[config.mk]
export PLATFORM = sky130hd
export DESIGN_NAME = icache_set_array
export DESIGN_NICKNAME = d
export VERILOG_FILES = /design/src/icache_set_array.sv
export SDC_FILE = /design/constraint.sdc
export NUM_CORES = 1
export LEC_CHECK = 0
export BUFFER_PORTS_ARGS = -buffer_cell sky130_fd_sc_hd__buf_2
export CORE_MARGIN = 2
export CORE_UTILIZATION = 30
export CTS_BUF_LIST = sky130_fd_sc_hd__clkbuf_4 sky130_fd_sc_hd__clkbuf_8
export DETAILED_ROUTE_END_ITERATION = 16
export SLEW_MARGIN = 20
export SYNTH_ARGS = -nofsm -noshare
export SYNTH_HDL_FRONTEND = slang
export SYNTH_SLANG_ARGS = --single-unit
[constraint.sdc]
create_clock -name clk -period 3.01 [get_ports clk]
set_clock_uncertainty 0.1 [all_clocks]
set_input_delay 0.301 -clock clk [delete_from_list [all_inputs] [get_ports clk]]
set_output_delay 0.301 -clock clk [all_outputs]
set_load 0.05 [all_outputs]
[src/icache_set_array.sv]
`timescale 1ns/1ps
`default_nettype none

module icache_set_array
#(
    parameter int  DEPTH_BITS = 6,
    parameter type entry_t    = logic
)
(
    input  wire logic                  clk,
    input  wire logic                  nrst,
    input  wire logic [DEPTH_BITS-1:0] index,
    input  wire logic                  write,
    input  wire entry_t                write_data,
    output entry_t                     read_data
);

    localparam int DEPTH = 1 << DEPTH_BITS;

    entry_t mem [DEPTH];

    // Storage cleared on reset so every valid bit starts low
    always_ff @(posedge clk or negedge nrst)
    begin
        if (!nrst)
        begin
            for (int i = 0; i < DEPTH; i++)
            begin
                mem[i] <= '0;
            end
        end
        else if (write)
        begin
            mem[index] <= write_data;
        end
    end

    // Registered read, refreshed every cycle
    // A write shows up here one edge later
    always_ff @(posedge clk or negedge nrst)
    begin
        if (!nrst)
        begin
            read_data <= '0;
        end
        else
        begin
            read_data <= mem[index];
        end
    end

endmodule

`default_nettype wire

# == Word-level counts from Yosys, hierarchy flattened ==
# Cells that the tools add are included.
# word_totals
output_inout_bits,1
ff_bits,65
in_bits,10
# classes
muxes,6
magnitude_cmp,2
n_bitwise,1
reduce_logical,1
# ops
op,count
$bwmux W64,1
$ge A7 B7 Y1 const B,1
$lt A7 B1 Y1 const B,1
$not A6 Y7,1
$bmux W1 S6,1
$demux W1 S6,1
$mux W1,3
$logic_and A1 B1 Y1,1

# == Logic depth before layout (Yosys ltp) ==
# logic_depth
word_depth,6
depth_mapped,7
mapped_depth_nobuf,5

# == Worst setup path before layout ==
# OpenSTA, ideal clock, no wires.
# synth_timing
kind,input port to flip-flop
startpoint,input port index[1]
endpoint,register read_data
setup_time_ns,0.139
t_arrival_ns,1.855
path_stages,7
setup_slack_ns,0.917
n_path_buf,3
cell_sequence,buf_2 buf_2 buf_2 mux4_2 nand3_1 o221ai_1 or4_1
# synth_via
elab_chain_len,4
# synth_rtl
element,line_no,source
from (decl),12,"input wire logic [DEPTH_BITS-1:0] index,"
$not A6 Y7 (implied by the code),48,read_data <= mem[index];
$bmux W1 S6,48,
$mux W1 (implied by the code) (2 in a row),48,
to (signal assigned),48,
to (decl),15,output entry_t read_data
# No other way between the ends. The select of a mux whose other input is x is not followed.
# A chain may end at the register's enable or synchronous reset.

# == Final worst setup path ==
# layout_timing
startpoint,input port index[0]
endpoint,register read_data
# Same word-level chain as after synthesis.

==> summary.md <==
| Metric | Value |
|---|---|
| 1st-iter DRT viols | 200 |
| Combinational share of power | 13.9% |
| Reg clk slew, reported paths | ~70 ps |
| CTS tree | built |
| First-pass GRT wire length | 12000 um |
| Origin of the critical flop-to-flop path | mem[25]$_DFFE_PN0P_ |
| P_leak | between 1.5 and 2 nW |
| Via count | 2269 |
| RePlAce Congestion | 0.738 |
| Largest net degree at the start of global routing | 65 |
| WL/cell | 17.5 um |
| CP Capture Type | flip-flop |
| Clock Latency Late Sink | 340 ps |
| Final setup fails | 0 |
| # diodes | 0 |
| Synth top area share | 48.1% |
| NetSw | 0.549 mW |
| Post-CTS setup buffer count | 0 |
| Total Negative Setup Slacks | 0 ps |
| Placed inst area | between 0.003 and 0.004 sq mm |
| PortBufs | 10 |
| Starting Density | a little under a third |
| Mapped Avg Cell Area | ~12 sq um |
| DRC viols | 0 |
| Cts repair resizes | 0 |
| Post-placement cell count | 419 |
| Run status | completed |
| Grt ovf | 0 |
| Switch share | 25.9% |
| Syn_nets | 297 |
| Max VDD drop | 0.224 mV |
| # IOs | 11 |
| Maximum clock insertion buffer count | 2 |
| Synth top area cells | dfrtp_1 48%, mux2_2 22%, mux4_2 7.3% |
| Post-synthesis cell count | 287 |
| Crit path arrival time | 2340 ps |
| Initial antenna violation count | 0 |
| Die Y | 110 um |
| Gr usage total | between 10% and 20% |
| Tmin final | between 2000 and 2500 ps |
| Post-synth top area cell | dfrtp_1 |
| Seq pwr share | 49.5% |
| Antenna-violating nets left | 0 |
| Fmax | 449 MHz |
| Max_slew headroom | 31.7% |
| Post-synthesis to final-layout area growth | 10.7% |
| Synth async-reset ratio | 100% |
| Sequential Area | 0.00163 sq mm |
| Distinct cell type count after synthesis | 41 |
| Worst-margin pin slew | around 1000 ps |
| Synth warnings | 0 |
| Internal power | ~1.6 mW |
| Post-synth EDFFs | 0 |
| Reg2reg end | read_data$_DFF_PN0_ |
| PwrDens | 566 mW/mm^2 |
| Die Wd | 110 um |
| Max-cap check violation count | 0 |
| Clock group share of total power | 36.6% |
| Max-slew violation count | 0 |
| Multi-input logic area | between 0.0015 and 0.002 sq mm |
| Post-CTS Hold Fix Bufs | 1 |
| Share of cells above drive strength 1 | 37.5% |
| Reg2Reg Setup Slack | 950 ps |
| Nets | between 300 and 400 |
| Fillers | 1084 |
| Vias in the first global route | 2219 |
| Setup crit start kind | primary input |
| Total Power | 2.12 mW |
| Mapped Area | about 0.0034 sq mm |
| Sink Count | 65 |
| Post-route cell area | 0.00375 sq mm |
| RSZ-0062 raised after global routing | false |
| Fin crit share | 74.0% |
| CP max FO | 23 |
| Worst min path class | in2async |
| Die area | 0.0121 sq mm |
| CTS H-tree lvls | 3 |
| First-pass detailed-route iteration total | 4 |
| Core Region | between 0.01 and 0.015 sq mm |
| Most used flip-flop cell after synthesis | dfrtp_1 |
| Post-DP HPWL | 4820 um |
| Total CTS buffers | 9 |
| #FFs+latches synth | 65 |
| Post-Route WL | 7650 um |
| Non-Filler Instances | 436 |
| Critical setup path kind | in2reg |
| Register area share after synthesis | 48.1% |
| Worst R2R Path Depth | 5 |
| CTS root buffer | clkbuf_8 |
| CP required | about 3100 ps |
| Final hold viol count | 0 |
| Via density | 5.20 |
| Num rows | 38 |
## worst max-delay path, cell delays in order
cell and delay, ps:
buf_2 470, mux4_2 570, a22oi_1 210, o211ai_1 110, a21boi_1 160, or4_1 510
## registers in the layout, indices dropped and copies added, names as in the netlist
name       count
mem           64
read_data      1
## worst max path at each step
stage	start	end	slack, ps	cells past startpoint
2_1_floorplan	index[1]	read_data$_DFF_PN0_	920	7
3_3_place_gp	index[0]	read_data$_DFF_PN0_	450	6
3_5_place_dp	index[0]	read_data$_DFF_PN0_	420	6
4_1_cts	index[0]	read_data$_DFF_PN0_	770	6
5_1_grt	index[0]	read_data$_DFF_PN0_	690	6
6_report	index[0]	read_data$_DFF_PN0_	780	6
## metrics by stage
step	util [%]	worst slack [ps]	hold WS [ps]
2_1_floorplan	-	917	-94.6
3_3_place_gp	32.3	455	231
3_5_place_dp	32.3	418	233
4_1_cts	34.3	770	398
5_1_grt	34.3	688	418
6_report	34.3	781	378
## logic make-up after synthesis
logic type             synth area share, %
and+or+nand+nor                       13.9
AOI/OAI and AO/OA                     3.29
muxes                                 31.5
DFF                                   48.1
buffers and inverters                 3.18
## power groups by stage
stage / clock, mW / sequential, mW / combinational (mW)
floorplan: 0 / 1.05 / 0.226
global placement: 0 / 1.06 / 0.288
detailed placement: 0 / 1.07 / 0.297
CTS: 0.785 / 1.05 / 0.298
global route: 0.827 / 1.06 / 0.321
finish: 0.777 / 1.05 / 0.294
## placed cells by master (no fill, tap or decap), drive strengths merged
master,Yosys,routed
nor2b,1,1
nand2,36,36
a21oi,1,1
a31oi,2,2
o211ai,1,1
nor2,38,38
o2bb2ai,1,1
nor3b,4,4
and3b,1,1
nand2b,1,1
clkbuf,13,11
buf,9,14
and3,3,3
clkinv,0,4
dlygate4sd3,0,1
mux2,66,66
dfrtp,65,65
and2,2,2
a22o,1,1
nand4b,1,1
a21boi,1,1
and2b,1,1
o22ai,1,1
nand4,1,1
or3b,1,1
nand3b,1,1
or4,1,1
nand3,4,4
or3,1,1
a221oi,1,1
o221ai,1,1
bufinv,0,1
a22oi,4,4
mux2i,5,5
a211oi,1,1
or2,2,2
nor3,3,3
mux4,12,12
## metal layers
metal	vias up	global-route usage, %	part of all wire, %
li1	1030	-	-
met1	1182	18.3	47
met2	47	20.8	47
met3	10	3.23	4.0
met4	0	4.64	1.4
met5	-	0	0
## Yosys cell counts (2+ instances only)
library cell  instances
mux2i_1               5
and2_1                2
nor3b_1               2
nand2_1              36
and3_1                3
mux2_2               66
dfrtp_1              65
a31oi_1               2
a22oi_1               4
mux4_2               11
buf_6                 2
nand3_1               4
nor2_1               38
clkbuf_1             12
buf_1                 2
buf_2                 5
nor3b_2               2
nor3_1                3
## final cells by class
cell class                      count  area share [%]
Clock buffer                       11            4.04
Clock inverter                      5            1.44
Multi-Input combinational cell    200            44.0
Sequential cell                    65            43.4
Tap cell                          140            4.68
Timing Repair Buffer               15            2.40
No activity file was read; power rests on OpenSTA's default activity.
