[config.mk]
export PLATFORM = sky130hd
export DESIGN_NAME = icache_fetch_in
export DESIGN_NICKNAME = d
export VERILOG_FILES = /design/src/icache_pkg.sv /design/src/icache_fetch_in.sv
export SDC_FILE = /design/constraint.sdc
export NUM_CORES = 1
export LEC_CHECK = 0
export ABC_AREA = 1
export BUFFER_PORTS_ARGS = -buffer_cell sky130_fd_sc_hd__buf_2
export CAP_MARGIN = 10
export CORE_ASPECT_RATIO = 1.75
export CORE_MARGIN = 2
export CORE_UTILIZATION = 30
export CTS_BUF_LIST = sky130_fd_sc_hd__clkbuf_16
export DETAILED_ROUTE_END_ITERATION = 16
export HOLD_SLACK_MARGIN = 0.05
export PLACE_DENSITY = 0.59
export SETUP_SLACK_MARGIN = 0.4
export SYNTH_ARGS = -nofsm -noshare
export SYNTH_HDL_FRONTEND = slang
export SYNTH_SLANG_ARGS = --single-unit
[constraint.sdc]
create_clock -name clk -period 1.18 [get_ports clk]
set_input_delay 0.236 -clock clk [delete_from_list [all_inputs] [get_ports clk]]
set_output_delay 0.236 -clock clk [all_outputs]
set_load 0.02 [all_outputs]
[src/icache_pkg.sv]
`default_nettype none

package icache_pkg;

    // Address geometry
    localparam int ADDR_W   = 32;
    localparam int INDEX_W  = 6;
    localparam int OFFSET_W = 6;
    localparam int TAG_W    = ADDR_W - INDEX_W - OFFSET_W;

    // Payload widths
    localparam int LINE_W = 512;
    localparam int WORD_W = 32;

    // Word 0 sits in the lowest bits of the line
    typedef logic [LINE_W-1:0] line_t;
    typedef logic [WORD_W-1:0] word_t;

    // Byte address as seen by the fetch unit
    typedef struct packed
    {
        logic [TAG_W-1:0]    tag;
        logic [INDEX_W-1:0]  index;
        logic [OFFSET_W-1:0] offset;
    } fetch_addr_t;

    // One entry of the tag array
    typedef struct packed
    {
        logic             valid;
        logic [TAG_W-1:0] tag;
    } tag_entry_t;

    // Line address sent to L2, which appends the zero offset itself
    typedef struct packed
    {
        logic [TAG_W-1:0]   tag;
        logic [INDEX_W-1:0] index;
    } line_addr_t;

endpackage

`default_nettype wire
[src/icache_fetch_in.sv]
`timescale 1ns/1ps
`default_nettype none

module icache_fetch_in
    import icache_pkg::*;
(
    input  wire logic        clk,
    input  wire logic        nrst,
    input  wire logic        fetch_req,
    input  wire fetch_addr_t fetch_addr,
    input  wire logic        done,
    output fetch_addr_t      req_addr,
    output logic             lookup,
    output logic             busy
);

    logic accept;
    logic armed;

    // A strobe counts only while no fetch is in flight
    assign accept = fetch_req && !busy;

    always_ff @(posedge clk or negedge nrst)
    begin
        if (!nrst)
        begin
            req_addr <= '0;
            busy     <= 1'b0;
        end
        else if (accept)
        begin
            req_addr <= fetch_addr;
            busy     <= 1'b1;
        end
        else if (done)
        begin
            busy <= 1'b0;
        end
    end

    // Lookup trails the accepted strobe by one cycle
    always_ff @(posedge clk or negedge nrst)
    begin
        if (!nrst)
        begin
            armed  <= 1'b0;
            lookup <= 1'b0;
        end
        else
        begin
            armed  <= accept;
            lookup <= armed;
        end
    end

endmodule

`default_nettype wire

; After elaboration in Yosys (flattened, before gate mapping)
; Index checks and enable logic that the tools add are counted.
[word_totals]
reg_bits = 35
elab_cells = 11
input_bits = 36
output_inout_bits = 34
[op_classes]
n_reduce_logical = 3
muxes = 2
[op_table]
columns = cell, n
row1 = two-way mux 1 bit, 2
row2 = nonzero test 2 bit, 1
row3 = logical AND 1 bit, 1
row4 = logical NOT 1 bit, 1

; Logic depth before layout (Yosys ltp)
[depth]
word_depth = 3
depth_mapped = 5
ltp_nobuf = 4

; Least setup slack after synthesis
; OpenSTA, ideal clock, no wires.
[synth_path]
path_type = register to register
startpoint = reg busy
endpoint = reg req_addr[0] (netlist name)
arrival_ns = 0.889
setup_time_ns = 0.117
slack_ns = 0.174
path_stages_with_launch = 6
period_less_slack_ns = 1.006
n_path_buf = 1
required_ns = 1.063
cell_sequence = dfrtp_1 inv_4 nand2_8 buf_6 nand2_1 nand2_1
[synth_via]
elab_chain_cells = 2
[synth_rtl]
columns = element, line_no
row1 = start: declaration, icache_fetch_in.sv:14  ; output logic busy
row2 = start signal: assignment, icache_fetch_in.sv:28  ; busy <= 1'b0;
row3 = start signal: assignment, icache_fetch_in.sv:33  ; busy <= 1'b1;
row4 = start signal: assignment, icache_fetch_in.sv:37  ; busy <= 1'b0;
row5 = logical NOT 1 bit, icache_fetch_in.sv:21  ; assign accept = fetch_req && !busy;
row6 = logical AND 1 bit, icache_fetch_in.sv:21
row7 = end signal: assignment, icache_fetch_in.sv:32  ; req_addr <= fetch_addr;
row8 = end: declaration, icache_fetch_in.sv:12  ; output fetch_addr_t req_addr,
; Every way passes these cells.
; A chain may end at the register's enable or synchronous reset.

; Worst setup path in the final report
[layout_path]
startpoint = reg busy
endpoint = out busy
; No word-level cell between the ends.

==> metrics.md <==
| Metric | Value |
|---|---|
| Outcome | completed |
| Filler cell count | 443 |
| CTS Sinks | 35 |
| Starting Density | 30.7% |
| CP peak stage delay | 0.42 ns |
| Most numerous cell in the Yosys netlist | nand2_1 |
| Initial antenna violation count | 0 |
| Register area | 877 µm² |
| Synth top area cells | dfrtp_1 (62%), nand2_1 (16%), nand3_1 (11%) |
| First-pass GRT wire length | 5910 µm |
| Worst r2r path cells | 5 |
| Skew final | 0.00152 ns |
| Global Route Usage Sum | 14.5% |
| # H-tree levels | 2 |
| Layout cell share with drive strength beyond 1 | 54.4% |
| Post-synth EDFFs | 0 |
| Min-delay worst type | input pin to flip-flop |
| Post-synth top flop | dfrtp_1 |
| Routed vias | 1351 |
| Hold Path Cell Cnt | 2 |
| GRT overflow | 0 |
| Leakage Power | 1.38 nW |
| Die area | 5330 µm² |
| Element type at the critical path end | output pin |
| Syn Area/Cell | 9.80 µm² |
| Initial drt markers | 17 |
| Buffers on Ports | 69 |
| Max rail drop VDD | 1.13 mV |
| Via density | 4.47 |
| Layout Nets | 285 |
| Synth cell count leaders | nand2_1 (59), dfrtp_1 (35), nand3_1 (32) |
| Async set or reset register ratio after synthesis | 100% |
| Multi-input gate area | 543 µm² |
| Number of global-route vias before repair | 1273 |
| Routability cong. | 0.699 |
| Area grow syn2layout | 80.8% |
| CP Buf/Inv Count | 1 |
| Net Count, Synth | 181 |
| Synth cell types | 10 |
| Critical Path RT | 0.94 ns |
| Worst Max-Slew Pin Slew | 0.541 ns |
| Final setup viols | 0 |
| Clk slew on worst S/H paths | 0.05 ns |
| Seq cells post-synth | 35 |
| Minimum clock period | 1.06 ns |
| Share of the clock period used by the worst path | 89.8% |
| CP Max Fanout | 2 |
| RSZ-0062 raised after global routing | true |
| Post-layout util | 55.6% |
| Min-delay src | done |
| Die X | 56.0 µm |
| Worst setup margin | 0.120 ns |
| CP max stage cell | dfrtp_2 |
| Core area | 4620 µm² |
| CP Launch Type | flip-flop |
| IO Count | 70 |
| Top cell type's share of synthesized area | 61.6% |
| N_diodes | 0 |
| Largest net degree at the start of global routing | 36 |
| Post-Place Worst Slack | 0.219 ns |
| CTS tree | yes |
| Die height | 95.1 µm |
| Fmax | 943 MHz |
| Post-route setup TNS | 0 ns |
| Wire per inst | 13.6 µm |
| Post-DRT Antenna Nets | 0 |
| CTS max path bufs | 2 |
| CTS buffer count | 5 |
| Crit path DAT | 0.82 ns |
| DP Wirelength | 2310 µm |
| Synthesized area | 1420 µm² |
| DRT Pass-1 Iters | 3 |
| Max-Cap Viols | 0 |
| Synthesis warning total | 0 |
| Clk_lat worst skew | 0.27 ns |
| Total wire length | 4120 µm |
| Final number of hold-violating endpoints | 0 |
| CP Cell Sequence | buf_6 |
| R2R Path Start | busy |
| Worst path top cell family by delay | flip-flops |
| # rows | 33 |
| Reg-to-Reg End | req_addr[30] |
| Worst Hold End | busy |
| Max-slew violation count | 0 |
| Drt drc | 0 |
| Max_slew headroom | 63.9% |
| Sequential fraction of the synthesis area | 61.6% |
| Power Density | 1790 nW/µm² |
| Cell count after synthesis | 145 |
| Synth area leader | dfrtp_1 |
| Setup CP Type | flip-flop to output pin |
| CTS Root Cell | clkbuf_16 |
| R2r setup slk | 0.15 ns |
-- cells by family (layout without fill, tap and decap cells) --
| family | Yosys count | after routing | synth area share (%) |
|---|---|---|---|
| and+or+nand+nor | 97 | 100 | 30.5 |
| buffers and inverters | 12 | 114 | 7.57 |
| AOI/OAI and AO/OA | 1 | 1 | 0.352 |
| DFF | 35 | 35 | 61.6 |
-- worst max path at each step --
stage,start,endpoint,slack [ns],depth (start not counted)
after global routing,busy,req_addr[20],0.10,5
final,busy,busy,0.12,1
after floorplan,busy,req_addr[0],0.21,5
after detailed placement,fetch_req,req_addr[15],0.22,4
after global placement,busy,req_addr[6],0.24,4
after CTS,req_addr[1],req_addr[1],0.13,1
-- routing by layer --
layer,wire [µm],up-vias,GRT usage (%)
met5,0,-,0
met4,40,0,7.14
met3,167,2,3.39
met2,2310,33,24.7
met1,1600,640,17.0
li1,-,676,-
-- where the power goes --
group          internal, mW  leakage, nW  switching (mW)  total (mW)
logic                 0.947        0.869           0.829        1.78
registers              1.44        0.431           0.174        1.61
clock network         0.761       0.0762           0.443        1.20
-- cells in the final DEF (no fill, tap or decap) --
cell	synthesis	layout
buf_4	4	25
inv_1	1	2
buf_12	0	2
clkinv_2	0	1
clkinv_8	0	1
nand3_1	32	29
dfrtp_2	0	1
o21ai_0	1	1
clkbuf_16	0	7
nand3_2	0	3
nand2_8	1	4
inv_2	0	1
dlygate4sd3_1	0	1
buf_16	0	1
nand2_2	5	17
inv_12	0	1
dfrtp_1	35	34
nand2_1	59	47
buf_2	0	35
buf_6	6	36
buf_8	0	1
-- flip-flops by register name, summed over array words and instances (netlist names) --
name      cells
lookup        1
armed         1
busy          1
req_addr     32
-- through the flow --
stage | hold slack, ns | total power, mW | instances | cell area (µm²)
final | 0.143 | 4.59 | 302 | 2570
after global routing | 0.160 | 4.81 | 302 | 2570
after CTS | 0.145 | 4.37 | 286 | 2340
after detailed placement | 0.215 | 2.60 | 261 | 1800
after global placement | 0.210 | 2.59 | 261 | 1800
after floorplan | -0.0596 | 2.22 | 145 | 1420
-- area by class of cell --
class                           count  area share [%]
Clock inverter                      3           0.487
Multi-Input combinational cell    101            21.1
Timing Repair Buffer              103            35.4
Inverter                            2           0.779
Tap cell                           52            2.53
Clock buffer                        5            4.87
Sequential cell                    35            34.1
Timing Repair inverter              1           0.633
-- what timing repair did --
action	4_1_cts	5_1_grt
gates cloned	3	5
pin swaps	0	6
resized for setup	76	19
hold endpoints to repair	35	0
setup endpoints to repair	68	68
hold buffers	1	0
setup buffers	13	11
(Power assumes the default switching activity.)
