[src/icache_pkg.sv]
`default_nettype none

package icache_pkg;

    // Address geometry
    localparam int ADDR_W   = 32;
    localparam int INDEX_W  = 6;
    localparam int OFFSET_W = 6;
    localparam int TAG_W    = ADDR_W - INDEX_W - OFFSET_W;

    // Payload widths
    localparam int LINE_W = 512;
    localparam int WORD_W = 32;

    // Word 0 sits in the lowest bits of the line
    typedef logic [LINE_W-1:0] line_t;
    typedef logic [WORD_W-1:0] word_t;

    // Byte address as seen by the fetch unit
    typedef struct packed
    {
        logic [TAG_W-1:0]    tag;
        logic [INDEX_W-1:0]  index;
        logic [OFFSET_W-1:0] offset;
    } fetch_addr_t;

    // One entry of the tag array
    typedef struct packed
    {
        logic             valid;
        logic [TAG_W-1:0] tag;
    } tag_entry_t;

    // Line address sent to L2, which appends the zero offset itself
    typedef struct packed
    {
        logic [TAG_W-1:0]   tag;
        logic [INDEX_W-1:0] index;
    } line_addr_t;

endpackage

`default_nettype wire
[src/icache_fetch_out.sv]
`timescale 1ns/1ps
`default_nettype none

module icache_fetch_out
    import icache_pkg::*;
(
    input  wire logic                clk,
    input  wire logic                nrst,
    input  wire line_t               line,
    input  wire logic [OFFSET_W-1:0] offset,
    input  wire logic                respond,
    output logic                     fetch_valid,
    output word_t                    fetch_data
);

    localparam int SEL_W = OFFSET_W - 2;

    logic [SEL_W-1:0] word_sel;
    word_t            word;

    // Byte bits of the offset do not matter for a word fetch
    assign word_sel = offset[OFFSET_W-1:2];
    assign word     = line[word_sel * WORD_W +: WORD_W];

    always_ff @(posedge clk or negedge nrst)
    begin
        if (!nrst)
        begin
            fetch_valid <= 1'b0;
        end
        else
        begin
            fetch_valid <= respond;
        end
    end

    // Data holds between answers
    always_ff @(posedge clk or negedge nrst)
    begin
        if (!nrst)
        begin
            fetch_data <= '0;
        end
        else if (respond)
        begin
            fetch_data <= word;
        end
    end

endmodule

`default_nettype wire

[config.mk]
export PLATFORM = sky130hd
export DESIGN_NAME = icache_fetch_out
export DESIGN_NICKNAME = d
export VERILOG_FILES = /design/src/icache_pkg.sv /design/src/icache_fetch_out.sv
export SDC_FILE = /design/constraint.sdc
export NUM_CORES = 1
export LEC_CHECK = 0
export BUFFER_PORTS_ARGS = -buffer_cell sky130_fd_sc_hd__buf_2
export CORE_AREA = 8 8 210 212
export CTS_CLUSTER_SIZE = 8
export DETAILED_ROUTE_END_ITERATION = 10
export DIE_AREA = 0 0 218 220
export PLACE_DENSITY = 0.43
export SKIP_CTS_REPAIR_TIMING = 1
export SLEW_MARGIN = 15
export SYNTH_ARGS = -nofsm -noshare
export SYNTH_HDL_FRONTEND = slang
export SYNTH_SLANG_ARGS = --single-unit
[constraint.sdc]
create_clock -name clk -period 2.7 [get_ports clk]
set_clock_uncertainty 0.2 [all_clocks]
set_input_delay 0.135 -clock clk [delete_from_list [all_inputs] [get_ports clk]]
set_output_delay 0.135 -clock clk [all_outputs]
set_load 0.1 [all_outputs]
# After elaboration in Yosys (flattened, before gate mapping)
# Index checks and enable logic that the tools add are counted.
# word_totals
ff_bits	33
in_bits	521
output_inout_bits	33
wordCells	3
# op_classes
shifts	1
# op_table
cell	n
$shiftx 512x10->32	1

# Depth between registers and ports, before layout
# Gate-level depths: netlist of run 1.
# depth
depth_word	1
mapped_depth	6
depth_no_buf	3

# Worst setup path after synthesis of run 1
# No wires, ideal clock.
# synth_path
path_type	input to register
startpoint	in offset[3]
endpoint	reg fetch_data[15]
setup_ps	147
t_arrival_ps	1204
required_ps	2353
slack_ps	1149
path_stages	6
n_path_buf	3
cell_sequence	buf_6 -> buf_12 -> buf_12 -> mux4_2 -> o22ai_2 -> a221oi_2
# synth_between
elab_chain_len	1
# synth_lines
item	line	rtl
start, declared	icache_fetch_out.sv:10	input wire logic [OFFSET_W-1:0] offset,
$shiftx 512x10->32	icache_fetch_out.sv:23	assign word = line[word_sel * WORD_W +: WORD_W];
end signal, assigned	icache_fetch_out.sv:46	fetch_data <= word;
end, declared	icache_fetch_out.sv:13	output word_t fetch_data
# No other way between the ends.
# A chain may end at the register's enable or synchronous reset.

# Worst setup path after layout of run 1
# layout_path
startpoint	in offset[4]
endpoint	reg fetch_data[31]
# Same word-level chain as after synthesis.

==> results of run 1 <==
power breakdown:
part,switching [mW],total (mW),internal (mW)
clock network,0.264,0.629,0.364
registers,0.0449,0.614,0.570
logic,1.09,1.86,0.765
total,1.40,3.10,1.70
synth_stat cells:
library cell    n  share of area
mux4_2        120           0.51
dfrtp_1        33           0.16
mux2i_1        32          0.061
nor2_1         32          0.023
o22ai_1        22          0.026
a221oi_2       18          0.051
a221oi_1       14          0.023
clkbuf_1       14         0.0099
buf_2          10         0.0095
buf_6          10          0.021
o22ai_2        10          0.024
buf_12          8          0.030
mux4_1          8          0.040
buf_4           7         0.0099
and2_1          1         0.0012
buf_1           1        0.00071
nand2b_1        1         0.0012
or2_2           1         0.0012
metal layers:
layer | routed length, um | GRT usage
met1 | 11800 | 0.144
met3 | 2580 | 0.0322
met4 | 449 | 0.0275
met2 | 17000 | 0.230
met5 | 0 | 0
path summary, 6_finish.rpt:
path                                start             end  depth (start not counted)
max in group asynchronous            nrst   fetch_data[9]                          2
hold reg to reg             fetch_data[5]   fetch_data[5]                          2
setup / recovery                offset[4]  fetch_data[31]                          6
hold / removal                  offset[3]   fetch_data[1]                          3
setup reg to reg           fetch_data[10]  fetch_data[10]                          2
min in group asynchronous            nrst  fetch_data[23]                          2
metrics by stage:
step	instances	hold slack [ns]	power (mW)	area (sq um)
after global placement	1398	0.163	2.48	8560
after floorplan	342	-0.361	1.86	5290
after global routing	1407	0.129	3.29	8710
final	1408	0.111	3.10	8720
after CTS	1405	-0.163	3.18	8700
after detailed placement	1398	0.167	2.50	8560
area by class of cell:
| class | instances | area [sq um] |
|---|---|---|
| fillers | 4446 | 31800 |
| multi-input cells | 259 | 4030 |
| repair buffers | 575 | 3050 |
| flip-flops and latches | 33 | 826 |
| well taps | 532 | 666 |
| clock buffers | 7 | 143 |
| diodes | 2 | 5.00 |
cells by family (layout without fill, tap and decap cells):
group	count (synthesis)	in the layout
compound gates	64	64
buf+inv	50	582
flops	33	33
mux	160	160
other cells	0	2
simple gates	35	35
flip-flops by register name (all words and copies together) (netlist names):
name and flops:
fetch_valid 1, fetch_data 32
worst reg2reg max path, cell delays in order (launching register included):
cell and delay, ns:
dfrtp_1 0.40, nor2_1 0.06, a221oi_1 0.21
==> impl_metrics.py, run 1 <==
metrics = {
    "setup_path": {
        "path_max_fanout": 31,
        "crit_type": "in -> reg",
        "path_cells": "buf_6 -> buf_12 -> buf_12 -> mux4_2 -> mux2i_1 -> a221oi_1",
        "r2r_slack_ns": 1.74,
        "cp_common_cell": "buf_12",
        "cp_top_family": "multiplexers",
        "crit_path_top_delay_cell": "mux4_2",
        "cp.required_ns": 2.64,
        "arrival_ns": 1.74,
        "cp-start-kind": "input port",
        "worstSetupEndpointType": "flip-flop",
        "worst-path-buf-inv": 3,
        "cpPeakStageDelay_ns": 0.51,
    },
    "placed_design": {
        "place_ws_ns": 0.536,
        "gp_congestion": 0.839,
        "numPortBuffers": 551,
        "dp_hpwl_um": 27500,
    },
    "finish": {
        "layout_commonest_cell": "buf_2",
        "area_growth_pct": 64.9,
        "layout_common_cells": "buf_2, mux4_2, dfrtp_1",
        "nets": 1395,
        "final_util": 0.215,
        "drive_gt1_frac": 0.836,
    },
    "cts": {
        "clk_pin_slew_ns": 0.07,
        "clkLatencyLatePin_ns": 0.29,
        "cts.sinks": 33,
        "htreeDepth": 2,
        "cts_tree": "built",
        "numCtsBuffers": 5,
        "cts_buffer_depth": 2,
        "clockRootBuffer": "clkbuf_16",
    },
    "route": {
        "wl_um": 31800,
        "routedWlPerCell_um": 22.6,
        "drtIter0Drc": 250,
        "ant_nets": 0,
        "vias_per_cell": 4.21,
        "dr.pass1.iters": 4,
        "num_vias": 5921,
        "drc": 0,
    },
    "logic_synthesis": {
        "synth-seq-area-share": 0.156,
        "post_synth_and_or_nand_nor_area_fraction": 0.0263,
        "synth_compound_area_frac": 0.124,
        "synth_xor_area_frac": 0,
        "syn_avg_cell_area_sq_um": 15.5,
        "yosys.cell_types.count": 18,
        "synthCells": 342,
        "yosys.area_share.adder": 0,
        "yosys_register_bits": 33,
        "synth_top_family_by_area": "multiplexers",
        "synth_nets": 863,
        "syn_area_sq_um": 5290,
        "ys_warn_count": 0,
        "synthMuxAreaShare": 0.612,
    },
    "timing": {
        "setup_slack_ns": 0.902,
        "timing.slew.headroom": 0.348,
        "setup_viol": 0,
        "rsz0062_at_grt": "no",
        "period_minus_slack_ns": 1.80,
        "drv_slew": 0,
        "timing.final.crit_share": 0.666,
        "timing.fmax_ghz": 0.556,
        "tightest_slew_ns": 0.978,
        "setup_tns_ns": 0,
        "final_hold_viol_count": 0,
    },
    "floorplan": {
        "start_util": 0.130,
        "dieArea_sq_um": 48000,
        "die_x_um": 218,
        "fp.dieH_um": 220,
        "core_sq_um": 40600,
        "num_io_pins": 554,
        "rows": 74,
    },
    "pwr": {
        "vdd_drop_max_mv": 0.168,
        "p_leak_nw": 4.00,
        "powerDensity_nw_per_um2": 356,
    },
    "grt": {
        "grt_max_degree": 40,
        "track_usage": 0.125,
        "grt_pass1_vias": 7201,
        "grt_pass1_wl_um": 45400,
        "gr-total-overflow": 0,
        "antenna_found_initial": 3,
    },
    "min_path": {
        "min_path_type": "in -> reg",
    },
    "status": {
        "outcome": "finished, final reports clean",
    },
    "run": {
        "cap_violations": 0,
    },
}
Note: power is estimated with default switching activity, not from simulation.
==> run 2: changes to the inputs <==
Settings changed: ABC_AREA from default to 1, CORE_AREA 8 8 210 212 to 8 8 211 213, DIE_AREA 0 0 218 220 to 0 0 219 221, PLACE_DENSITY 0.43 to 0.47.
Clock period 2.7 ns to 1.5 ns, I/O delays scaled along.
==> run 2 against run 1 <==
Register-to-register slack worse by 1.2 ns. Via count rose by 83%. Routed wire length rose by 62%. Synthesized area grew 21%. Worst hold slack worse by 0.050 ns. Utilization rose by 4.8 points. Critical path depth shrank 5. Sequential share of layout area decreased by 1.9 points. Design area is 25% higher. Clock power increased by 65%. Die area grew 0.92%. Critical path type is now reg -> out. Highest routed layer is now met5.
==> impl_metrics.py, run 2 <==
metrics = {
    "status": {
        "outcome": "finished, final reports clean",
    },
    "logic_synthesis": {
        "synthTopCellsByArea": "nand2_1, nand3_1, dfrtp_1",
        "yosys_register_bits": 33,
        "ys.flop_type": "dfrtp_1",
        "yosys.cell_types.count": 12,
        "synth-seq-area-share": 0.129,
        "synthMuxAreaShare": 0,
        "synth_top_family_by_area": "simple AND/OR/NAND/NOR gates",
        "ys_warn_count": 0,
        "post_synth_and_or_nand_nor_area_fraction": 0.752,
        "synth_common_cells": "nand2_1, nand3_1, buf_2, dfrtp_1",
        "yosysMostFrequentCell": "nand2_1",
        "synthArstFlopShare": 1.00,
        "synth_nets": 1823,
        "synth_edf_count": 0,
        "synth.top_cell.area_share": 0.451,
        "syn_avg_cell_area_sq_um": 4.91,
        "yosysTopAreaCell": "nand2_1",
        "synth_xor_area_frac": 0,
        "syn_area_sq_um": 6390,
        "synthCells": 1302,
        "synth_compound_area_frac": 0,
        "yosys.area_share.adder": 0,
    },
    "finish": {
        "layout_common_cells": "nand2_1, buf_2, nand3_1",
        "nets": 2384,
        "fill_cells": 4817,
        "top_register": "fetch_data",
        "multiInputGateArea_sq_um": 4860,
        "area_growth_pct": 70.2,
        "largest_register_ffs": 32,
        "ff_latch_area_sq_um": 826,
        "layout_commonest_cell": "nand2_1",
        "drive_gt1_frac": 0.371,
        "reg.largest.list": "fetch_data: 32 flops, fetch_valid: 1 flops",
    },
    "setup_path": {
        "reg2reg_depth": 2,
        "path_cells": "buf_2",
        "cp_top_family": "buffers and inverters",
        "worst-path-buf-inv": 1,
        "r2r_slack_ns": 0.57,
        "cp.required_ns": 1.22,
        "cp.depth": 1,
        "crit_path_top_delay_cell": "buf_2",
        "path_max_fanout": 2,
        "cpPeakStageDelay_ns": 0.47,
        "worstSetupEndpointType": "output pin",
        "crit_type": "reg -> out",
        "arrival_ns": 1.18,
        "cp-start-kind": "flip-flop",
    },
    "floorplan": {
        "fp.dieH_um": 221,
        "rows": 75,
        "core_sq_um": 41300,
        "die_x_um": 219,
        "num_io_pins": 554,
        "start_util": 0.155,
        "dieArea_sq_um": 48400,
    },
    "route": {
        "num_vias": 10800,
        "dr.pass1.iters": 5,
        "routedWlPerCell_um": 21.4,
        "vias_per_cell": 4.50,
        "drc": 0,
        "wl_um": 51500,
        "drtIter0Drc": 776,
        "ant_nets": 0,
    },
    "pwr": {
        "p_leak_nw": 6.26,
        "internal_power_mw": 3.13,
        "powerDensity_nw_per_um2": 584,
        "p_sw_mw": 3.22,
        "vdd_drop_max_mv": 0.360,
        "pwr-share-seq": 0.176,
        "combPwrFrac": 0.660,
        "pwr-share-clk": 0.164,
        "switching_share": 0.507,
        "total_power_mw": 6.35,
    },
    "cts": {
        "cts.sinks": 33,
        "clk_pin_slew_ns": 0.06,
        "numCtsBuffers": 5,
        "clkLatencyLatePin_ns": 0.28,
        "cts_buffer_depth": 2,
        "htreeDepth": 2,
        "cts_tree": "built",
        "clockRootBuffer": "clkbuf_16",
    },
    "grt": {
        "grt_pass1_vias": 11200,
        "grt_pass1_wl_um": 70300,
        "grt_max_degree": 51,
        "gr-total-overflow": 0,
        "antenna_found_initial": 4,
        "track_usage": 0.190,
    },
    "timing": {
        "setup_slack_ns": 0.0470,
        "timing.final.crit_share": 0.969,
        "timing.slew.headroom": 0.654,
        "tightest_slew_ns": 0.523,
        "setup_viol": 0,
        "setup_tns_ns": 0,
        "period_minus_slack_ns": 1.45,
        "timing.fmax_ghz": 0.688,
        "final_hold_viol_count": 0,
        "drv_slew": 0,
        "rsz0062_at_grt": "yes",
    },
    "run": {
        "cap_violations": 0,
    },
    "placed_design": {
        "place_ws_ns": -0.462,
        "numPortBuffers": 551,
        "gp_congestion": 0.900,
        "dp_hpwl_um": 42800,
    },
    "min_path": {
        "min_path_type": "in -> reg",
        "holdPathStages": 5,
    },
}
[run 2: changes by cell type in the layout (fill, tap and decap cells not counted), sizes merged, moves of 3 or more]
cell	before	now
nor2	32	0
o22ai	32	0
clkbuf	7	14
a221oi	32	0
mux4	128	0
buf	574	656
mux2i	32	0
inv	0	4
nand3	0	384
clkinv	0	3
nand2	0	768
[run 2: final timing paths]
kind,to,start
setup / recovery,fetch_data[25],fetch_data[25]
setup reg to reg,fetch_data[2],fetch_data[2]
max in group asynchronous,fetch_data[16],nrst
hold reg to reg,fetch_data[29],fetch_data[29]
hold / removal,fetch_data[29],respond
min in group asynchronous,fetch_data[0],nrst
[run 2: layout make-up]
class	count	area share
Clock buffer	5	0.0115
Sequential cell	33	0.0759
Tap cell	539	0.0620
Multi-Input combinational cell	1152	0.447
Inverter	5	0.00357
Clock inverter	3	0.00161
Antenna cell	4	0.000921
Timing Repair Buffer	666	0.397
[run 2: power groups by stage]
stage | sequential [mW] | combinational [mW] | clock, mW
after floorplan | 1.95 | 1.34 | 0
after global placement | 1.13 | 4.11 | 0
after detailed placement | 1.14 | 4.08 | 0
after CTS | 1.12 | 4.09 | 1.09
after global routing | 1.13 | 4.52 | 1.12
final | 1.12 | 4.19 | 1.04
[run 2: layer usage]
layer	GRT usage	vias up	share of wire	wire, um
li1	-	5319	-	-
met3	0.0368	59	0.081	4170
met5	0	-	0.00019	10
met2	0.342	536	0.49	25300
met1	0.225	4916	0.40	20700
met4	0.0525	2	0.027	1390
[run 2: logic make-up after synthesis]
| kind of cell | Yosys count |
|---|---|
| simple gates | 1152 |
| buf+inv | 117 |
| flops | 33 |
[run 2: stage by stage]
stage	hold slack, ns	utilization	instance area (sq um)	std cells
floorplan	-0.421	-	6390	1302
global placement	-0.0316	0.249	10300	2379
detailed placement	-0.0382	0.249	10300	2379
CTS	-0.345	0.253	10400	2387
global route	0.0849	0.263	10900	2406
finish	0.0618	0.263	10900	2407
[run 2: worst min-delay path: cells and delay by family]
family                 cells  cell delay, ns
AND/OR/NAND/NOR            2            0.11
buffers and inverters      3            0.32
