### src/icache_pkg.sv
`default_nettype none

package icache_pkg;

    // Address geometry
    localparam int ADDR_W   = 32;
    localparam int INDEX_W  = 6;
    localparam int OFFSET_W = 6;
    localparam int TAG_W    = ADDR_W - INDEX_W - OFFSET_W;

    // Payload widths
    localparam int LINE_W = 512;
    localparam int WORD_W = 32;

    // Word 0 sits in the lowest bits of the line
    typedef logic [LINE_W-1:0] line_t;
    typedef logic [WORD_W-1:0] word_t;

    // Byte address as seen by the fetch unit
    typedef struct packed
    {
        logic [TAG_W-1:0]    tag;
        logic [INDEX_W-1:0]  index;
        logic [OFFSET_W-1:0] offset;
    } fetch_addr_t;

    // One entry of the tag array
    typedef struct packed
    {
        logic             valid;
        logic [TAG_W-1:0] tag;
    } tag_entry_t;

    // Line address sent to L2, which appends the zero offset itself
    typedef struct packed
    {
        logic [TAG_W-1:0]   tag;
        logic [INDEX_W-1:0] index;
    } line_addr_t;

endpackage

`default_nettype wire
### src/icache_refill_ctrl.sv
`timescale 1ns/1ps
`default_nettype none

module icache_refill_ctrl
    import icache_pkg::*;
(
    input  wire logic        clk,
    input  wire logic        nrst,
    input  wire logic        lookup,
    input  wire fetch_addr_t req_addr,
    input  wire tag_entry_t  tag_rd,
    input  wire logic        l2_valid,
    input  wire line_t       l2_line,
    output logic             refill,
    output tag_entry_t       tag_wr,
    output line_t            line_wr,
    output logic             l2_req,
    output line_addr_t       l2_addr,
    output logic             respond,
    output logic             done
);

    typedef enum logic [2:0]
    {
        S_IDLE,
        S_COMPARE,
        S_WAIT_L2,
        S_REREAD,
        S_ANSWER
    } state_t;

    state_t state;
    state_t state_nxt;
    logic   hit;
    logic   miss;

    assign hit  = (state == S_COMPARE) && tag_rd.valid && (tag_rd.tag == req_addr.tag);
    assign miss = (state == S_COMPARE) && !hit;

    always_comb
    begin
        state_nxt = state;
        case (state)
            S_IDLE:    if (lookup) state_nxt = S_COMPARE;
            S_COMPARE: state_nxt = hit ? S_IDLE : S_WAIT_L2;
            S_WAIT_L2: if (l2_valid) state_nxt = S_REREAD;
            // Read register picks up the new entry on this edge
            S_REREAD:  state_nxt = S_ANSWER;
            S_ANSWER:  state_nxt = S_IDLE;
            default:   state_nxt = S_IDLE;
        endcase
    end

    always_ff @(posedge clk or negedge nrst)
    begin
        if (!nrst)
        begin
            state <= S_IDLE;
        end
        else
        begin
            state <= state_nxt;
        end
    end

    // Refill request goes out as a single-cycle pulse
    always_ff @(posedge clk or negedge nrst)
    begin
        if (!nrst)
        begin
            l2_req  <= 1'b0;
            l2_addr <= '0;
        end
        else
        begin
            l2_req <= miss;
            if (miss)
            begin
                l2_addr.tag   <= req_addr.tag;
                l2_addr.index <= req_addr.index;
            end
        end
    end

    // Both arrays are written in the cycle the L2 line arrives
    assign refill       = (state == S_WAIT_L2) && l2_valid;
    assign tag_wr.valid = 1'b1;
    assign tag_wr.tag   = req_addr.tag;
    assign line_wr      = l2_line;

    assign respond = hit || (state == S_ANSWER);
    assign done    = respond;

endmodule

`default_nettype wire

### config.mk
export PLATFORM = sky130hd
export DESIGN_NAME = icache_refill_ctrl
export DESIGN_NICKNAME = d
export VERILOG_FILES = /design/src/icache_pkg.sv /design/src/icache_refill_ctrl.sv
export SDC_FILE = /design/constraint.sdc
export NUM_CORES = 1
export LEC_CHECK = 0
export ABC_AREA = 0
export BUFFER_PORTS_ARGS = -buffer_cell sky130_fd_sc_hd__buf_4
export CAP_MARGIN = 20
export CORE_AREA = 4 4 444 446
export DETAILED_ROUTE_END_ITERATION = 10
export DIE_AREA = 0 0 448 450
export GPL_TIMING_DRIVEN = 0
export PLACE_DENSITY = 0.3
export SETUP_SLACK_MARGIN = 0.5
export SLEW_MARGIN = 20
export SYNTH_ARGS = -nofsm -noshare
export SYNTH_HDL_FRONTEND = slang
export SYNTH_SLANG_ARGS = --single-unit
### constraint.sdc
create_clock -name clk -period 4.3 [get_ports clk]
set_clock_uncertainty 0.2 [all_clocks]
set_input_delay 0.86 -clock clk [delete_from_list [all_inputs] [get_ports clk]]
set_output_delay 0.86 -clock clk [all_outputs]
set_load 0.03 [all_outputs]
[After elaboration in Yosys (flattened, before gate mapping)]
Cells that the tools add are included.
Storage, ports and cells
  register bits after elaboration: 30
  input port bits: 569
  logic and storage cells: 23
Cells by class
  equal/unequal tests: 7
  muxes and demuxes: 4
  reduce and logical (&&, ||, !) cells: 8
Operators by type and width (number)
  == test 20 bit: 1
  one-hot mux 3 bit (4 select lines): 1
  == test 3 x 2 -> 1 bit, second input constant: 2
  2-to-1 mux 3 bit: 2
  logical AND 1 bit: 4
  inequality test 2 bit, second input constant: 2
  == test 3 x 1 -> 1 bit, second input constant: 1
  == test 3 bit, second input constant: 1
  zero test 3 bit: 1
  2-to-1 mux 2 bit: 1
  AND reduction 2 bit: 1
  zero test 1 bit: 1
  logical OR 1 bit: 1

[Depth between registers and ports, before layout]
Gate-level depths: netlist of run 1.
  word-level depth: 5
  mapped depth: 6
  gate-level depth less buffers: 5

[Least setup slack after synthesis of run 1]
No wires, ideal clock.
  path kind: input -> output
  start: in req_addr[21] (netlist bit)
  end: out respond
  arrival: 2.251 ns
  slack: 0.989 ns
  cell stages on the path: 6
  path buffers: 1
  path through: xor2_1 -> a2111o_1 -> nor3_1 -> nand3_1 -> nand2_1 -> buf_4
On the way
  word-level cells in the longest chain between the ends: 3
RTL lines
  start: declaration: line icache_refill_ctrl.sv:10  | input wire fetch_addr_t req_addr,
  == test 20 bit: line icache_refill_ctrl.sv:37  | assign hit = (state == S_COMPARE) && tag_rd.valid && (tag_rd.tag == req_addr.tag);
  logical AND 1 bit: line icache_refill_ctrl.sv:37
  logical OR 1 bit: line icache_refill_ctrl.sv:91  | assign respond = hit || (state == S_ANSWER);
  end: declaration: line icache_refill_ctrl.sv:19  | output logic respond,
Every way passes these cells.

[Worst setup path after layout of run 1]
Ends and elaborated chain as after synthesis.

==> impl_metrics.tcl, run 1 <==
set metrics [dict create \
    cp.depth 8 \
    fill_cells 22700 \
    io_pins 1132 \
    grt_max_degree 31 \
    crit_type "in2out" \
    swShare 0.540 \
    die_h_um 450 \
    area_growth_syn_to_layout_pct 145 \
    r2r-start "state[1]" \
    start_util 0.0286 \
    drv_cap 0 \
    p_seq_frac 0.138 \
    remaining_drc_errors 0 \
    cts_tree "yes" \
    dr.pass1.iters 4 \
    syn_area_per_cell_um2 8.63 \
    period_share 0.827 \
    syn_nets 1206 \
    ir_worst_vdd_mv 0.143 \
    tightestPinTransition_ps 826 \
    grt_pass1_wl_um 126000 \
    synth_cells 637 \
    cts_buffer_depth 2 \
    cp-end-kind "output pin" \
    cts-root-buf "clkbuf_16" \
    routabilityCongestion 0.911 \
    seq_area_frac_synth 0.137 \
    rr_worst_depth 7 \
    cts_made_buffers 5 \
    fp-row-count 161 \
    total_power_mw 3.81 \
    cellPowerDensity_nw_per_um2 283 \
    vias_per_cell 1.70 \
    synthFlopType "dfrtp_1" \
    cp.required_ps 3240 \
    fin_crit_ps 3550 \
    grt_overflow 0 \
    path_delay_family "simple AND/OR/NAND/NOR gates" \
    timing.rr.end "l2_addr[6]" \
    die_x_um 448 \
    slowest_stage "a2111o_1" \
    ff_latch_area_um2 751 \
    start_kind "input port" \
    vias 6456 \
    gr-usage-all-layers 0.106 \
    critical_path_buf_inv_count 3 \
    nNetsFinal 1826 \
    yosys_warnings 0 \
    crit_path_cell_trace "buf_4 -> xor2_1 -> a2111o_1 -> nor3_2 -> nand3_4 -> nand2_1 -> buf_4 -> buf_4" \
    startpoint "req_addr[21]" \
    intPower_mw 1.76 \
    drive_above_1_share 0.947 \
    rsz0062_at_grt "no" \
    antenna_found_initial 94 \
    clock-sinks 30 \
    crit_arrival_ps 2490 \
    crit_path_end "respond" \
    finalHoldViolCount 0 \
    dp_slack_ps -267 \
    hpwl_um 108000 \
    wirelength_um 113000 \
    drt.antenna.violating_nets 0 \
    synth_edf_count 0 \
    ys_types 28 \
    cp_slowest_stage_delay_ps 400 \
    core_area_um2 193000 \
    multi_input_area_um2 734 \
    maxSlewHeadroom 0.450 \
    portBuffers 612 \
    drv_slew 0 \
    cts_hold_buf 0 \
    ys_seq_elements 30 \
    die_area_um2 202000 \
    setup_ws_ps 746 \
    grt_pass1_vias 6831 \
    ff2ff_setup_slack_ps 1270 \
    cp_common_cell "buf_4" \
    clkLatencyLatePin_ps 330 \
    pwr-share-comb 0.735 \
    wl_per_cell_um 29.7 \
    netlist_area_um2 5500 \
    fmax_mhz 281 \
    async_flop_share 1.00 \
    outcome "complete, no violations" \
    p_switching_mw 2.06 \
    drt_first_iter_violations 264 \
    p_leak_nw 6.25 \
    clk_pin_slew_ps 80 \
    min_from "l2_addr[13]" \
    cp_max_fo 3 \
    hold_depth 1 \
    clkPwrFrac 0.126 \
    hold_class "reg2reg" \
    cts-htree-levels 2 \
    setup_viol 0 \
]
-- worst register-to-register path, delay by kind of cell (launching register included) --
family,cells,cell delay [ps]
flops,1,440
buf+inv,2,540
mux,1,350
compound gates,1,300
simple gates,3,1100
-- cell usage after synthesis (2+ instances only) --
| cell | number | area [µm²] |
|---|---|---|
| buf_4 | 534 | 4010 |
| dfrtp_1 | 30 | 751 |
| mux2_4 | 18 | 270 |
| xnor2_1 | 10 | 87.6 |
| mux2_2 | 8 | 90.1 |
| xor2_1 | 6 | 52.6 |
| inv_1 | 4 | 15.0 |
| nand2_1 | 3 | 11.3 |
| buf_6 | 2 | 22.5 |
| nand4_1 | 2 | 12.5 |
| nor2_1 | 2 | 7.51 |
| nor3_1 | 2 | 10.0 |
-- final cells by class --
type | instances | share of cell area
multi-input combinational | 67 | 0.0545
clock inverter | 2 | 0.000929
timing repair buffer | 613 | 0.342
buffer | 536 | 0.299
clock buffer | 6 | 0.0103
tap | 2526 | 0.235
sequential | 30 | 0.0557
antenna | 11 | 0.00204
inverter | 4 | 0.00111
-- logic make-up after synthesis --
| group | after synthesis | share of synthesized area |
|---|---|---|
| flops | 30 | 0.137 |
| buf+inv | 540 | 0.736 |
| other cells | 1 | 0.000682 |
| mux | 27 | 0.0674 |
| simple gates | 17 | 0.0230 |
| xor+xnor | 16 | 0.0255 |
| compound gates | 6 | 0.0111 |
-- worst min-delay path by stage --
stage,endpoint,slack [ps]
3_5_place_dp,l2_addr[13],300
2_1_floorplan,state[0],280
3_3_place_gp,l2_addr[14],300
4_1_cts,l2_addr[13],320
5_1_grt,l2_addr[24],340
6_report,l2_addr[13],310
-- flip-flops by register name (all words and copies together) (netlist names) --
register and cells:
l2_addr 26, state 3, l2_req 1
-- power groups by stage --
stage | registers, mW | logic [mW] | clock network [mW]
finish | 0.528 | 2.80 | 0.482
global route | 0.551 | 2.99 | 0.542
CTS | 0.532 | 2.94 | 0.563
detailed placement | 0.539 | 2.94 | 0
global placement | 0.537 | 2.94 | 0
floorplan | 0.771 | 1.30 | 0
-- what timing repair did --
item,in CTS,in global routing
endpoints found under the setup margin,2,1
gates resized for setup,6,0
buffers inserted,0,1
-- layer usage --
metal	track usage	share of wire	routed length (µm)
met1	0.107	0.34	38200
met2	0.182	0.48	53900
met3	0.0718	0.16	17900
met4	0.0206	0.024	2690
met5	0	0.00019	21
-- per-stage QoR --
step | util | cells | hold WS, ps | TNS (ps) | area (µm²)
after global placement | 0.0688 | 3775 | 300 | -533 | 13300
after CTS | 0.0698 | 3783 | 322 | 0 | 13400
after global routing | 0.0698 | 3786 | 338 | 0 | 13500
after floorplan | - | 637 | 285 | 0 | 5500
after detailed placement | 0.0688 | 3775 | 302 | -483 | 13300
final | 0.0700 | 3795 | 314 | 0 | 13500
-- placed cells by master (no fill, tap or decap), types with 2 or more instances in the layout --
master / netlist / final
dfrtp_1: 30 / 30
diode_2: 0 / 11
buf_4: 534 / 1147
nand2_1: 3 / 3
xnor2_1: 10 / 9
clkbuf_16: 0 / 5
mux2_2: 8 / 8
mux2_4: 18 / 18
nand4_1: 2 / 2
buf_6: 2 / 2
xor2_1: 6 / 6
inv_1: 4 / 4
(Power assumes the default switching activity.)
==> run 2: changes to the inputs <==
--- a/config.mk
+++ b/config.mk
@@ -8,9 +8,9 @@
 export ABC_AREA = 0
 export BUFFER_PORTS_ARGS = -buffer_cell sky130_fd_sc_hd__buf_4
 export CAP_MARGIN = 20
-export CORE_AREA = 4 4 444 446
+export CORE_AREA = 4 4 435 437
 export DETAILED_ROUTE_END_ITERATION = 10
-export DIE_AREA = 0 0 448 450
+export DIE_AREA = 0 0 439 441
 export GPL_TIMING_DRIVEN = 0
 export PLACE_DENSITY = 0.3
 export SETUP_SLACK_MARGIN = 0.5
==> constraint.sdc (replaced) <==
create_clock -name clk -period 3.6 [get_ports clk]
set_clock_uncertainty 0.2 [all_clocks]
set_input_delay 0.72 -clock clk [delete_from_list [all_inputs] [get_ports clk]]
set_output_delay 0.72 -clock clk [all_outputs]
set_load 0.03 [all_outputs]
==> run 2 against run 1 <==
- sequential cell count unchanged
- first-iteration DRC count decreased by 15%
- register-to-register slack got worse by 600 ps
- die area decreased by 4.0%
- setup slack got worse by 620 ps
- final cell count decreased by 1.2%
- worst hold slack got worse by 110 ps
- global-route usage decreased by 1.3 points
- via count decreased by 2.9%
- critical path type unchanged
- largest cell class unchanged
- highest routed layer unchanged
==> impl_metrics.tcl, run 2 (synthesis results as in run 1) <==
set metrics [dict create \
    wirelength_um 96900 \
    rsz0062_at_grt "yes" \
    cts-root-buf "clkbuf_16" \
    drt.antenna.violating_nets 0 \
    slowest_stage "nor4_4" \
    clkLatencyLatePin_ps 330 \
    top_register "l2_addr" \
    period_share 0.965 \
    largest_register_ffs 26 \
    maxSlewHeadroom 0.472 \
    cp-end-kind "output pin" \
    core_area_um2 185000 \
    setup_viol 0 \
    cts_made_buffers 5 \
    clock-sinks 30 \
    dr.pass1.iters 4 \
    mostFrequentLayoutCell "buf_4" \
    die_h_um 441 \
    total_power_mw 4.66 \
    remaining_drc_errors 0 \
    clk_pin_slew_ps 70 \
    hold_class "in2async" \
    gr-usage-all-layers 0.0930 \
    drt_first_iter_violations 225 \
    nNetsFinal 1833 \
    start_util 0.0297 \
    fmax_mhz 288 \
    cts_tree "yes" \
    reg.largest.list "l2_addr: 26 flops, state: 3 flops, l2_req: 1 flops" \
    wl_per_cell_um 25.8 \
    p_leak_nw 6.32 \
    fill_cells 21800 \
    cts_buffer_depth 2 \
    layout_common_cells "buf_4 (1150), dfrtp_1 (30), mux2_4 (18)" \
    grt_max_degree 31 \
    vias_per_cell 1.67 \
    fin_hold_ws_ps 203 \
    finalHoldViolCount 0 \
    area_growth_syn_to_layout_pct 146 \
    die_area_um2 194000 \
    portBuffers 612 \
    drv_slew 0 \
    hpwl_um 93200 \
    crit_type "in2out" \
    fin_util 0.0733 \
    antenna_found_initial 78 \
    grt_pass1_wl_um 106000 \
    grt_overflow 0 \
    path_delay_family "simple AND/OR/NAND/NOR gates" \
    fp-row-count 158 \
    drv_cap 0 \
    tns_ps 0 \
    cp_slowest_stage_delay_ps 410 \
    io_pins 1132 \
    crit_path_cell_trace "buf_4 -> xor2_1 -> nor4_4 -> nor4b_4 -> nand3_4 -> nand2_8 -> buf_6 -> buf_12" \
    fin_crit_ps 3470 \
    outcome "complete, no violations" \
    cp_max_fo 3 \
    start_kind "input port" \
    cellPowerDensity_nw_per_um2 344 \
    crit_arrival_ps 2550 \
    ir_worst_vdd_mv 0.162 \
    tightestPinTransition_ps 789 \
    vias 6270 \
    cp.required_ps 2680 \
    drive_above_1_share 0.946 \
    grt_pass1_vias 6363 \
    cts_hold_buf 0 \
    die_x_um 439 \
    critical_path_buf_inv_count 3 \
    cts-htree-levels 2 \
    routabilityCongestion 0.932 \
]
-- run 2: changes by cell type in the layout (fill, tap and decap cells not counted), sizes merged --
cell      change
bufinv        +2
clkinv        -1
diode         -5
clkinvlp      -1
buf           +7
-- run 2: power breakdown --
part | switching (mW) | internal (mW)
Combinational | 1.98 | 1.38
Clock | 0.273 | 0.419
Sequential | 0.107 | 0.511
Total | 2.36 | 2.31
-- run 2: stage by stage --
step,cell area (µm²),setup slack (ps),cells
floorplan,5500,569,637
global placement,13200,-967,3729
detailed placement,13200,-971,3729
CTS,13500,-134,3745
global route,13500,-63.2,3746
finish,13600,126,3751
-- run 2: path summary, 6_finish.rpt --
| check | startpoint | endpoint | slack [ps] | depth (start not counted) |
|---|---|---|---|---|
| max in group asynchronous | nrst | l2_addr[4] | 2550 | 1 |
| worst min register to register | l2_addr[13] | l2_addr[13] | 310 | 1 |
| worst min-delay path | nrst | l2_addr[8] | 200 | 1 |
| min in group clk | l2_addr[13] | l2_addr[13] | 310 | 1 |
| worst max-delay path | req_addr[29] | respond | 130 | 8 |
| worst max register to register | state[2] | l2_addr[5] | 670 | 9 |
-- run 2: what timing repair did --
| action | in CTS | in global routing |
|---|---|---|
| gates resized for setup | 11 | 0 |
| setup buffers | 8 | 0 |
| setup endpoints to repair | 30 | 2 |
| pin swaps | 5 | 0 |
-- run 2: layout make-up --
cell class,count,area (µm²),share of cell area
Clock inverter,2,60.1,0.00443
Multi-Input combinational cell,67,744,0.0549
Antenna cell,6,15.0,0.00111
Timing Repair Buffer,620,4690,0.346
Clock buffer,6,139,0.0102
Buffer,536,4040,0.298
Sequential cell,30,751,0.0554
Inverter,4,15.0,0.00111
Tap cell,2480,3100,0.229
-- run 2: per-layer routing --
layer / share of wire / GRT usage / wire (µm)
met3: 0.17 / 0.0719 / 16600
met5: 0.0014 / 0 / 132
met2: 0.47 / 0.154 / 45700
met1: 0.34 / 0.0949 / 33000
met4: 0.015 / 0.0129 / 1440
